### config.mk
export PLATFORM = sky130hd
export DESIGN_NAME = dmmu_top
export DESIGN_NICKNAME = d
export VERILOG_FILES = /design/src/common/dmmu_pkg.sv /design/src/dtlb/dtlb.sv /design/src/dtlb/dtlb_match_ram.sv /design/src/dtlb/dtlb_translate_ram.sv /design/src/logic/dmmu_top.sv
export SDC_FILE = /design/constraint.sdc
export NUM_CORES = 2
export LEC_CHECK = 0
export BUFFER_PORTS_ARGS = -buffer_cell sky130_fd_sc_hd__buf_4
export CORE_UTILIZATION = 45
export DETAILED_ROUTE_END_ITERATION = 8
export HOLD_SLACK_MARGIN = 0.15
export SLEW_MARGIN = 10
export SYNTH_ARGS = -nofsm -noshare
export SYNTH_HDL_FRONTEND = slang
export SYNTH_SLANG_ARGS = --single-unit
### constraint.sdc
create_clock -name clk -period 7.86 [get_ports clk]
set_input_delay 0.786 -clock clk [delete_from_list [all_inputs] [get_ports clk]]
set_output_delay 0.786 -clock clk [all_outputs]
set_load 0.02 [all_outputs]
### src/common/dmmu_pkg.sv
`default_nettype none

package dmmu_pkg;

	// Address and page geometry
	localparam int unsigned addr_w     = 32;
	localparam int unsigned page_shift = 13;

	// Direct-mapped TLB geometry
	localparam int unsigned tlb_index_w = 6;
	localparam int unsigned tlb_sets    = 64;

	// Virtual tag covers address bits 31..19
	localparam int unsigned vpn_tag_w   = 13;
	localparam int unsigned vpn_tag_lsb = addr_w - vpn_tag_w;

	// Physical page number covers bits 31..13
	localparam int unsigned ppn_w = 19;

	// SPR match entry layout
	localparam int unsigned mr_valid_bit = 0;

	// SPR translate entry layout
	localparam int unsigned tr_ci_bit  = 1;
	localparam int unsigned tr_ure_bit = 6;
	localparam int unsigned tr_uwe_bit = 7;
	localparam int unsigned tr_sre_bit = 8;
	localparam int unsigned tr_swe_bit = 9;

	// SPR address bit picking match (0) or translate (1)
	localparam int unsigned spr_sel_bit = 8;

	// Match RAM word: {tag, valid}
	localparam int unsigned mr_w          = vpn_tag_w + 1;
	localparam int unsigned mrw_valid_bit = 0;

	// Translate RAM word: {ppn, swe, sre, uwe, ure, ci}
	localparam int unsigned tr_w       = ppn_w + 5;
	localparam int unsigned trw_ci_bit  = 0;
	localparam int unsigned trw_ure_bit = 1;
	localparam int unsigned trw_uwe_bit = 2;
	localparam int unsigned trw_sre_bit = 3;
	localparam int unsigned trw_swe_bit = 4;

	// Cache inhibit when translation is off
	localparam logic dmmu_ci_default = 1'b0;

	// Exception tags towards the CPU
	typedef enum logic [3:0] {
		dtag_none = 4'h0,
		// TLB miss
		dtag_te   = 4'hb,
		// Page fault
		dtag_pe   = 4'h9
	} dtag_e;

endpackage

`default_nettype wire

### src/dtlb/dtlb.sv
`default_nettype none

module dtlb (
	input  logic                       clk,
	input  logic                       rst,
	// Translation
	input  logic                       tlb_en_i,
	input  logic [dmmu_pkg::addr_w-1:0] vaddr_i,
	output logic                       hit_o,
	output logic [dmmu_pkg::ppn_w-1:0] ppn_o,
	output logic                       ure_o,
	output logic                       uwe_o,
	output logic                       sre_o,
	output logic                       swe_o,
	output logic                       ci_o,
	// SPR access
	input  logic                       spr_cs_i,
	input  logic                       spr_write_i,
	input  logic [dmmu_pkg::addr_w-1:0] spr_addr_i,
	input  logic [dmmu_pkg::addr_w-1:0] spr_dat_i,
	output logic [dmmu_pkg::addr_w-1:0] spr_dat_o
);
	import dmmu_pkg::*;

	logic [tlb_index_w-1:0] ram_index;
	logic                   spr_we;
	logic                   mr_we;
	logic                   tr_we;
	logic [mr_w-1:0]        mr_wdata;
	logic [tr_w-1:0]        tr_wdata;
	logic [mr_w-1:0]        mr_rdata;
	logic [tr_w-1:0]        tr_rdata;
	logic [vpn_tag_w-1:0]   vtag_q;
	logic [addr_w-1:0]      mr_spr;
	logic [addr_w-1:0]      tr_spr;

	// SPR owns the index while selected, else the virtual page
	assign ram_index = spr_cs_i ? spr_addr_i[tlb_index_w-1:0]
		: vaddr_i[page_shift +: tlb_index_w];

	// Write steered by the entry type bit
	assign spr_we = spr_cs_i & spr_write_i;
	assign mr_we  = spr_we & ~spr_addr_i[spr_sel_bit];
	assign tr_we  = spr_we & spr_addr_i[spr_sel_bit];

	// Pack SPR layout into RAM words
	assign mr_wdata = {spr_dat_i[addr_w-1 -: vpn_tag_w], spr_dat_i[mr_valid_bit]};
	assign tr_wdata = {spr_dat_i[addr_w-1 -: ppn_w],
		spr_dat_i[tr_swe_bit], spr_dat_i[tr_sre_bit],
		spr_dat_i[tr_uwe_bit], spr_dat_i[tr_ure_bit],
		spr_dat_i[tr_ci_bit]};

	dtlb_match_ram dtlb_match_ram_inst (
		.clk     (clk),
		.rst     (rst),
		.index_i (ram_index),
		.we_i    (mr_we),
		.wdata_i (mr_wdata),
		.rdata_o (mr_rdata)
	);

	dtlb_translate_ram dtlb_translate_ram_inst (
		.clk     (clk),
		.rst     (rst),
		.index_i (ram_index),
		.we_i    (tr_we),
		.wdata_i (tr_wdata),
		.rdata_o (tr_rdata)
	);

	// Virtual tag captured alongside the RAM read
	always_ff @(posedge clk or posedge rst) begin
		if (rst) begin
			vtag_q <= '0;
		end else if (tlb_en_i) begin
			vtag_q <= vaddr_i[addr_w-1:vpn_tag_lsb];
		end
	end

	// Hit needs a valid entry and matching tag
	assign hit_o = mr_rdata[mrw_valid_bit] & (mr_rdata[mr_w-1 -: vpn_tag_w] == vtag_q);

	// Unpack translate word
	assign ppn_o = tr_rdata[tr_w-1 -: ppn_w];
	assign swe_o = tr_rdata[trw_swe_bit];
	assign sre_o = tr_rdata[trw_sre_bit];
	assign uwe_o = tr_rdata[trw_uwe_bit];
	assign ure_o = tr_rdata[trw_ure_bit];
	assign ci_o  = tr_rdata[trw_ci_bit];

	// Repack into SPR layout, unimplemented bits zero
	always_comb begin
		mr_spr = '0;
		mr_spr[addr_w-1 -: vpn_tag_w] = mr_rdata[mr_w-1 -: vpn_tag_w];
		mr_spr[mr_valid_bit] = mr_rdata[mrw_valid_bit];
	end

	always_comb begin
		tr_spr = '0;
		tr_spr[addr_w-1 -: ppn_w] = tr_rdata[tr_w-1 -: ppn_w];
		tr_spr[tr_swe_bit] = tr_rdata[trw_swe_bit];
		tr_spr[tr_sre_bit] = tr_rdata[trw_sre_bit];
		tr_spr[tr_uwe_bit] = tr_rdata[trw_uwe_bit];
		tr_spr[tr_ure_bit] = tr_rdata[trw_ure_bit];
		tr_spr[tr_ci_bit]  = tr_rdata[trw_ci_bit];
	end

	// Entry type held through the two-cycle read
	assign spr_dat_o = spr_addr_i[spr_sel_bit] ? tr_spr : mr_spr;

endmodule

`default_nettype wire

### src/dtlb/dtlb_match_ram.sv
`default_nettype none

module dtlb_match_ram (
	input  logic                          clk,
	input  logic                          rst,
	input  logic [dmmu_pkg::tlb_index_w-1:0] index_i,
	input  logic                          we_i,
	input  logic [dmmu_pkg::mr_w-1:0]     wdata_i,
	output logic [dmmu_pkg::mr_w-1:0]     rdata_o
);
	import dmmu_pkg::*;

	// Tag storage
	logic [vpn_tag_w-1:0] tag_mem [tlb_sets];

	// One valid flag per set
	logic [tlb_sets-1:0] valid_q;

	// Registered read port
	logic [mr_w-1:0] rdata_q;

	// Tag write
	always_ff @(posedge clk) begin
		if (we_i) begin
			tag_mem[index_i] <= wdata_i[mr_w-1 -: vpn_tag_w];
		end
	end

	// Valid bits cleared on reset and set by SPR writes
	always_ff @(posedge clk or posedge rst) begin
		if (rst) begin
			valid_q <= '0;
		end else if (we_i) begin
			valid_q[index_i] <= wdata_i[mrw_valid_bit];
		end
	end

	// Read register
	// Write data bypasses into it so the next read sees it
	always_ff @(posedge clk or posedge rst) begin
		if (rst) begin
			rdata_q <= '0;
		end else if (we_i) begin
			rdata_q <= wdata_i;
		end else begin
			rdata_q <= {tag_mem[index_i], valid_q[index_i]};
		end
	end

	assign rdata_o = rdata_q;

endmodule

`default_nettype wire

### src/dtlb/dtlb_translate_ram.sv
`default_nettype none

module dtlb_translate_ram (
	input  logic                          clk,
	input  logic                          rst,
	input  logic [dmmu_pkg::tlb_index_w-1:0] index_i,
	input  logic                          we_i,
	input  logic [dmmu_pkg::tr_w-1:0]     wdata_i,
	output logic [dmmu_pkg::tr_w-1:0]     rdata_o
);
	import dmmu_pkg::*;

	// Translation storage
	// ppn, four permission bits and ci per set
	logic [tr_w-1:0] tr_mem [tlb_sets];

	// Registered read port
	logic [tr_w-1:0] rdata_q;

	// Write port
	always_ff @(posedge clk) begin
		if (we_i) begin
			tr_mem[index_i] <= wdata_i;
		end
	end

	// Read every cycle
	// During a write the old word comes out
	always_ff @(posedge clk or posedge rst) begin
		if (rst) begin
			rdata_q <= '0;
		end else begin
			rdata_q <= tr_mem[index_i];
		end
	end

	// Read data one cycle after the index
	assign rdata_o = rdata_q;

endmodule

`default_nettype wire

### src/logic/dmmu_top.sv
`default_nettype none

module dmmu_top (
	input  logic                        clk,
	input  logic                        rst,
	// CPU side
	input  logic                        dc_en_i,
	input  logic                        dmmu_en_i,
	input  logic                        supv_i,
	input  logic [dmmu_pkg::addr_w-1:0] dcpu_adr_i,
	input  logic                        dcpu_cycstb_i,
	input  logic                        dcpu_we_i,
	output dmmu_pkg::dtag_e             dcpu_tag_o,
	output logic                        dcpu_err_o,
	// SPR side
	input  logic                        spr_cs_i,
	input  logic                        spr_write_i,
	input  logic [dmmu_pkg::addr_w-1:0] spr_addr_i,
	input  logic [dmmu_pkg::addr_w-1:0] spr_dat_i,
	output logic [dmmu_pkg::addr_w-1:0] spr_dat_o,
	// Cache side
	input  logic                        qmem_err_i,
	input  dmmu_pkg::dtag_e             qmem_tag_i,
	output logic [dmmu_pkg::addr_w-1:0] qmem_adr_o,
	output logic                        qmem_cycstb_o,
	output logic                        qmem_ci_o
);
	import dmmu_pkg::*;

	logic                   tlb_en;
	logic                   done_q;
	logic                   tlb_hit;
	logic [ppn_w-1:0]       tlb_ppn;
	logic                   tlb_ure;
	logic                   tlb_uwe;
	logic                   tlb_sre;
	logic                   tlb_swe;
	logic                   tlb_ci;
	logic [addr_w-1:0]      tlb_spr_dat;
	logic                   perm_ok;
	logic                   miss;
	logic                   fault;
	logic                   abort;
	logic [ppn_w-1:0]       vpn_q;
	logic [page_shift-1:0]  offset;

	// Look up only for a real translated request
	assign tlb_en = dmmu_en_i & dcpu_cycstb_i;

	dtlb dtlb_inst (
		.clk         (clk),
		.rst         (rst),
		.tlb_en_i    (tlb_en),
		.vaddr_i     (dcpu_adr_i),
		.hit_o       (tlb_hit),
		.ppn_o       (tlb_ppn),
		.ure_o       (tlb_ure),
		.uwe_o       (tlb_uwe),
		.sre_o       (tlb_sre),
		.swe_o       (tlb_swe),
		.ci_o        (tlb_ci),
		.spr_cs_i    (spr_cs_i),
		.spr_write_i (spr_write_i),
		.spr_addr_i  (spr_addr_i),
		.spr_dat_i   (spr_dat_i),
		.spr_dat_o   (tlb_spr_dat)
	);

	// Translation done one cycle after lookup starts
	// Stays up while the CPU holds the request
	always_ff @(posedge clk or posedge rst) begin
		if (rst) begin
			done_q <= 1'b0;
		end else begin
			done_q <= tlb_en;
		end
	end

	// Permission for current mode and direction
	always_comb begin
		case ({supv_i, dcpu_we_i})
			// User load
			2'b00: perm_ok = tlb_ure;
			// User store
			2'b01: perm_ok = tlb_uwe;
			// Supervisor load
			2'b10: perm_ok = tlb_sre;
			// Supervisor store
			default: perm_ok = tlb_swe;
		endcase
	end

	// Exceptions only once RAM data is valid
	assign miss  = done_q & ~tlb_hit;
	assign fault = done_q & ~perm_ok;
	assign abort = miss | fault;

	// Miss wins over fault, else cache tag passes
	assign dcpu_tag_o = miss ? dtag_te : fault ? dtag_pe : qmem_tag_i;
	assign dcpu_err_o = abort | qmem_err_i;

	// Uncached translated access waits for done
	// Cached or untranslated goes out at once and may be cut later
	assign qmem_cycstb_o = (~dc_en_i & dmmu_en_i) ? ~abort & done_q & dcpu_cycstb_i
		: ~abort & dcpu_cycstb_i;

	// Cache inhibit from the entry, default when off
	assign qmem_ci_o = dmmu_en_i ? done_q & tlb_ci : dmmu_ci_default;

	// Page number delayed a cycle for disabled mode
	// Cache expects it after the offset
	always_ff @(posedge clk or posedge rst) begin
		if (rst) begin
			vpn_q <= '0;
		end else begin
			vpn_q <= dcpu_adr_i[addr_w-1:page_shift];
		end
	end

	// Offset is never translated
	assign offset = dcpu_adr_i[page_shift-1:0];

	// Physical address
	assign qmem_adr_o = dmmu_en_i ? {tlb_ppn, offset} : {vpn_q, offset};

	// SPR read data only while selected
	assign spr_dat_o = spr_cs_i ? tlb_spr_dat : '0;

endmodule

`default_nettype wire

# Word-level counts from Yosys, hierarchy flattened

Memory sizes are Yosys's and may differ from the RTL's. A register that Yosys moved wholly into a read port is not among the register bits.
Index checks and enable logic that the tools add are counted.

Multiplexer cells: 19
Bitwise logic cells: 19
Reduce and logical (&&, ||, !) cells: 2
Order comparisons: 2
Eq/ne operators: 3

Operators by type and width:

| operator                                                              | count |
|---|---|
| 32-bit two-way mux                                                    | 3 |
| 64-bit bitwise mux                                                    | 1 |
| 14-bit two-way mux                                                    | 1 |
| 13-bit == test                                                        | 1 |
| 1-bit AND                                                             | 12 |
| 1-bit two-way mux                                                     | 8 |
| 4-bit two-way mux                                                     | 2 |
| 6-bit by 7-bit < comparator with 1-bit output, second input constant  | 1 |
| 1-bit binary-select mux with 6-bit select                             | 1 |
| 1-bit demux with 6-bit select                                         | 1 |
| 6-bit by 1-bit >= comparator with 1-bit output, second input constant | 1 |
| 6-bit two-way mux                                                     | 1 |
| 1-bit inverter                                                        | 5 |
| 1-bit case mux with 3 select lines                                    | 1 |
| 2-bit by 1-bit == test with 1-bit output, second input constant       | 1 |
| 2-bit == test, second input constant                                  | 1 |
| 2-bit zero test                                                       | 1 |
| 1-bit OR                                                              | 2 |
| 1-bit logical AND                                                     | 1 |

Memories: 2
Word-level logic and storage cells: 52
Register bits after elaboration: 111
Bits in writable memories: 2368

Memories:

| name                                     | words | width | rd ports | clocked after memory_dff | write ports | line                     | text |
|---|---|---|---|---|---|---|---|
| dtlb_inst.dtlb_translate_ram_inst.tr_mem | 64    | 24    | 1        | 1                        | 1           | dtlb_translate_ram.sv:15 | `logic [tr_w-1:0] tr_mem [tlb_sets];` |
| dtlb_inst.dtlb_match_ram_inst.tag_mem    | 64    | 13    | 1        | 1                        | 1           | dtlb_match_ram.sv:14     | `logic [vpn_tag_w-1:0] tag_mem [tlb_sets];` |

# Logic depth before layout (Yosys ltp)

Depth after elaboration: 9
Depth in mapped cells: 12

# Hierarchy

Synthesis repeated with hierarchy kept, for this count alone.

Cells, all modules: 5581
Area total of the unflattened synthesis: 97130.7 um^2

By module, submodules not included:

| module             | instances | area an instance (um^2) | cells each |
|---|---|---|---|
| dtlb_translate_ram | 1         | 59126.7                 | 3332 |
| dtlb_match_ram     | 1         | 35791.8                 | 2048 |
| dmmu_top           | 1         | 1167.4                  | 109 |
| dtlb               | 1         | 1044.8                  | 92 |

# Worst setup path after synthesis

OpenSTA, ideal clock, no wires.

Kind: input to register
From: input dcpu_adr_i[13] (netlist name)
To: memory dtlb_inst.dtlb_translate_ram_inst.tr_mem[11][0] (netlist name) (enable)
Path buffers: 3
Setup time: 0.405 ns
Slack: 4.096 ns
Data required time: 7.455 ns
Stages on the path: 7
Data arrival time: 3.359 ns
Cell sequence: buf_2 > nand2_1 > o32ai_2 > clkbuf_1 > buf_1 > nand2_1 > nor2_1

Word-level cells in the longest chain between the ends: 1

Ends and longest elaborated chain:

| element            | line                     | text |
|---|---|---|
| start: declaration | dmmu_top.sv:10           | `input logic [dmmu_pkg::addr_w-1:0] dcpu_adr_i,` |
| 6-bit two-way mux  | dtlb.sv:38               | `assign ram_index = spr_cs_i ? spr_addr_i[tlb_index_w-1:0]` |
| end: declaration   | dtlb_translate_ram.sv:15 |  |

Every way passes these cells.

# Worst setup path after layout

From: input spr_cs_i
To: memory dtlb_inst.dtlb_translate_ram_inst.tr_mem[13][1] (netlist name) (enable)

Word-level cells in the longest chain between the ends: 4

Ends and longest elaborated chain:

| element                                 | line                     | text |
|---|---|---|
| start: declaration                      | dmmu_top.sv:16           | `input logic spr_cs_i,` |
| 1-bit AND                               | dtlb.sv:42               | `assign spr_we = spr_cs_i & spr_write_i;` |
| 1-bit AND                               | dtlb.sv:44               | `assign tr_we = spr_we & spr_addr_i[spr_sel_bit];` |
| 1-bit two-way mux                       | dtlb_translate_ram.sv:22 | `if (we_i) begin` |
| 1-bit two-way mux (implied by the code) | dtlb_translate_ram.sv:23 | `tr_mem[index_i] <= wdata_i;` |

Parallel ways exist; a longest one is shown, timed or not.

==> flow_summary.toml <==
[job]
maxCapViolations = 1

[floorplan]
die_y_um = 459
dieArea_mm2 = 0.211
core_mm2 = 0.207
io_pins = 181
die_w_um = 459
row_count = 167
start_util = 0.454

[synth]
synth_top_area_share = 0.756
syn_area_per_cell_um2 = 17.2
synth-main-ff-cell = "edfxtp_1"
ys_types = 62
netlist_top_cells_area = "edfxtp_1 76%, a22oi_1 5.2%, dfrtp_1 3.6%"
synth_area_leader_cell = "edfxtp_1"
ys_async_sr_fraction = 0.0539
ys_seq_area_frac = 0.792
synth.most_common_cell = "edfxtp_1"
ys_warn_count = 0
ys_ff_latch = 2503
syn_area_mm2 = 0.0940
synth_edf_count = 2368
synthCells = 5481
synth_common_cells = "2368 x edfxtp_1, 656 x a22oi_1, 620 x o21ai_0"

[cts]
clockRootBuffer = "clkbuf_16"
cts_max_path_buffers = 3
clk_latency_ns = 0.87
cts.sinks = 2503
clk_pin_slew_ns = 0.06
cts_buffers = 238
cts_tree = "done"
cts_resized = 0
htree_levels = 4

[sta]
final_max_slew_viol_count = 0
hold-worst-slack_ns = 0.123
tns_ns = 0
tightest_slew_ns = 1.47
rsz0062_at_grt = "false"
finalClockSkew_ns = 0.0390
slew_headroom = 0.00435
setup-violations-final = 0
setup_ws_ns = 3.43
min_period_ns = 4.43
period_share = 0.563
fmax_ghz = 0.226
hold_viol = 0

[pwr]
p_int_w = 0.0216
clkPwrFrac = 0.409
ir_drop_v = 0.000244
sw_frac_of_total = 0.221
power_frac_seq = 0.534
p_leak_nw = 32.9
p_per_area_mw_per_mm2 = 260
p_sw_w = 0.00613
power_frac_comb = 0.057

[grt]
grt.overflow.total = 0
gr-usage-all-layers = 0.275
antenna_found_initial = 20
grt_pass1_vias = 52300
grt_pass1_wl_um = 409000
grt_max_degree = 97

[detailed_routing]
drt_iter0_markers = 8232
drt-total-wl_um = 294000
wl_per_cell_um = 34.0
drt.antenna.violating_nets = 0
drc_errors = 0
via_per_inst = 6.41
dr.pass1.iters = 7
via_count = 55500

[outcome]
outcome = "finished, violations left"
violations = "capacitance limit"

[placement]
dp_cells = 8196
portBuffers = 115
dpl.hpwl_um = 166000
dpl_worst_slack_ns = 2.57
gp_congestion = 0.870

[critical_path]
end_kind = "register"
critical_path_class = "in2reg"
cp-start-kind = "input pin"
required_ns = 8.38
worstReg2RegStart = "dtlb_inst.dtlb_translate_ram_inst.tr_mem[46][10]"
path_max_fanout = 65
rr_worst_depth = 5
reg2reg_slack_ns = 5.05
r2r-end = "dtlb_inst.dtlb_translate_ram_inst.rdata_o[10]"
cp.arrival_ns = 4.95

[finish]
multi_input_area_mm2 = 0.0181
nNetsFinal = 5775
num-fill-cells = 16800
regArea_mm2 = 0.0745
drive_gt1_frac = 0.168
layoutNonFillerInstCount = 8658
areaGrowthSynthToFinish_pct = 13.5

[hold_path]
hold_path_class = "in2async"
==> area by class of cell <==
cell class,instances,area share
multi-input combinational,2560,0.169
sequential,2503,0.698
clock inverter,115,0.0107
antenna,10,0.000234
tap,2788,0.0327
timing repair buffer,356,0.0281
inverter,6,0.000258
clock buffer,320,0.0607
==> flip-flops by register name, summed over array words and instances, names as in the netlist <==
| signal | cells |
|---|---|
| dtlb_inst.vtag_q | 13 |
| vpn_q | 19 |
| dtlb_inst.dtlb_match_ram_inst.tag_mem | 832 |
| dtlb_inst.dtlb_translate_ram_inst.rdata_o | 24 |
| dtlb_inst.dtlb_match_ram_inst.rdata_o | 14 |
| done_q | 1 |
| dtlb_inst.dtlb_match_ram_inst.valid_q | 64 |
| dtlb_inst.dtlb_translate_ram_inst.tr_mem | 1536 |
==> logic make-up (layout without fill, tap and decap cells) <==
| kind of cell | after synthesis | after routing | share of synthesized area |
|---|---|---|---|
| mux | 249 | 249 | 0.0295 |
| flops | 2503 | 2503 | 0.792 |
| compound gates | 1730 | 1730 | 0.121 |
| simple gates | 561 | 561 | 0.0353 |
| buf+inv | 424 | 797 | 0.0203 |
| xor+xnor | 13 | 13 | 0.00121 |
| other cells | 1 | 17 | 0.0000399 |
==> power groups by stage <==
stage                     clock network [W]  registers [W]  logic, W
after global placement                    0         0.0151   0.00152
after CTS                            0.0114         0.0148   0.00155
after floorplan                           0         0.0150  0.000730
after global routing                 0.0119         0.0148   0.00162
final                                0.0113         0.0148   0.00157
after detailed placement                  0         0.0151   0.00154
==> worst max path at each step <==
stage	start	to	slack, ns
floorplan	rst	done_q	3.46
global placement	spr_cs_i	dtlb_inst.dtlb_translate_ram_inst.tr_mem[13][16]	2.59
detailed placement	spr_cs_i	dtlb_inst.dtlb_translate_ram_inst.tr_mem[13][16]	2.57
CTS	spr_cs_i	dtlb_inst.dtlb_translate_ram_inst.tr_mem[13][20]	3.47
global route	spr_cs_i	dtlb_inst.dtlb_translate_ram_inst.rdata_o[18]	3.30
finish	spr_cs_i	dtlb_inst.dtlb_translate_ram_inst.tr_mem[13][1]	3.43
==> metrics by stage <==
stage,cell area (um^2),power (W),util
after detailed placement,98900,0.0166,0.477
final,107000,0.0277,0.515
after global placement,98900,0.0166,0.477
after floorplan,94000,0.0157,-
after global routing,107000,0.0283,0.515
after CTS,107000,0.0278,0.515
==> worst max-delay path: stages <==
cell	delay (ns)
buf_4	0.77
and4b_4	0.76
or2_4	0.69
buf_4	0.57
nand2_1	0.10
buf_4	0.25
nor2_2	0.53
buf_4	0.40
==> layer usage <==
layer,wire [um],up-vias,GRT usage
met5,39,-,0
met1,114000,28900,0.377
met2,138000,3130,0.432
met4,13800,6,0.120
met3,28600,485,0.0514
li1,-,22900,-
==> cell usage in the layout, fill, tap and decap left out, drive strengths merged, types with 101 or more instances in the layout <==
cell type and count:
edfxtp 2368, a22oi 656, o21ai 628, buf 339, clkbuf 320, a31oi 265, mux2 212, nor2 155
and4 153, dfrtp 135, a222oi 106, nand2 101
==> timing repair <==
action	CTS	global route
hold buffers	16	1
endpoints found under the setup margin	0	0
setup buffers	0	0
endpoints found under the hold margin	27	1
No activity file was read; power rests on OpenSTA's default activity.
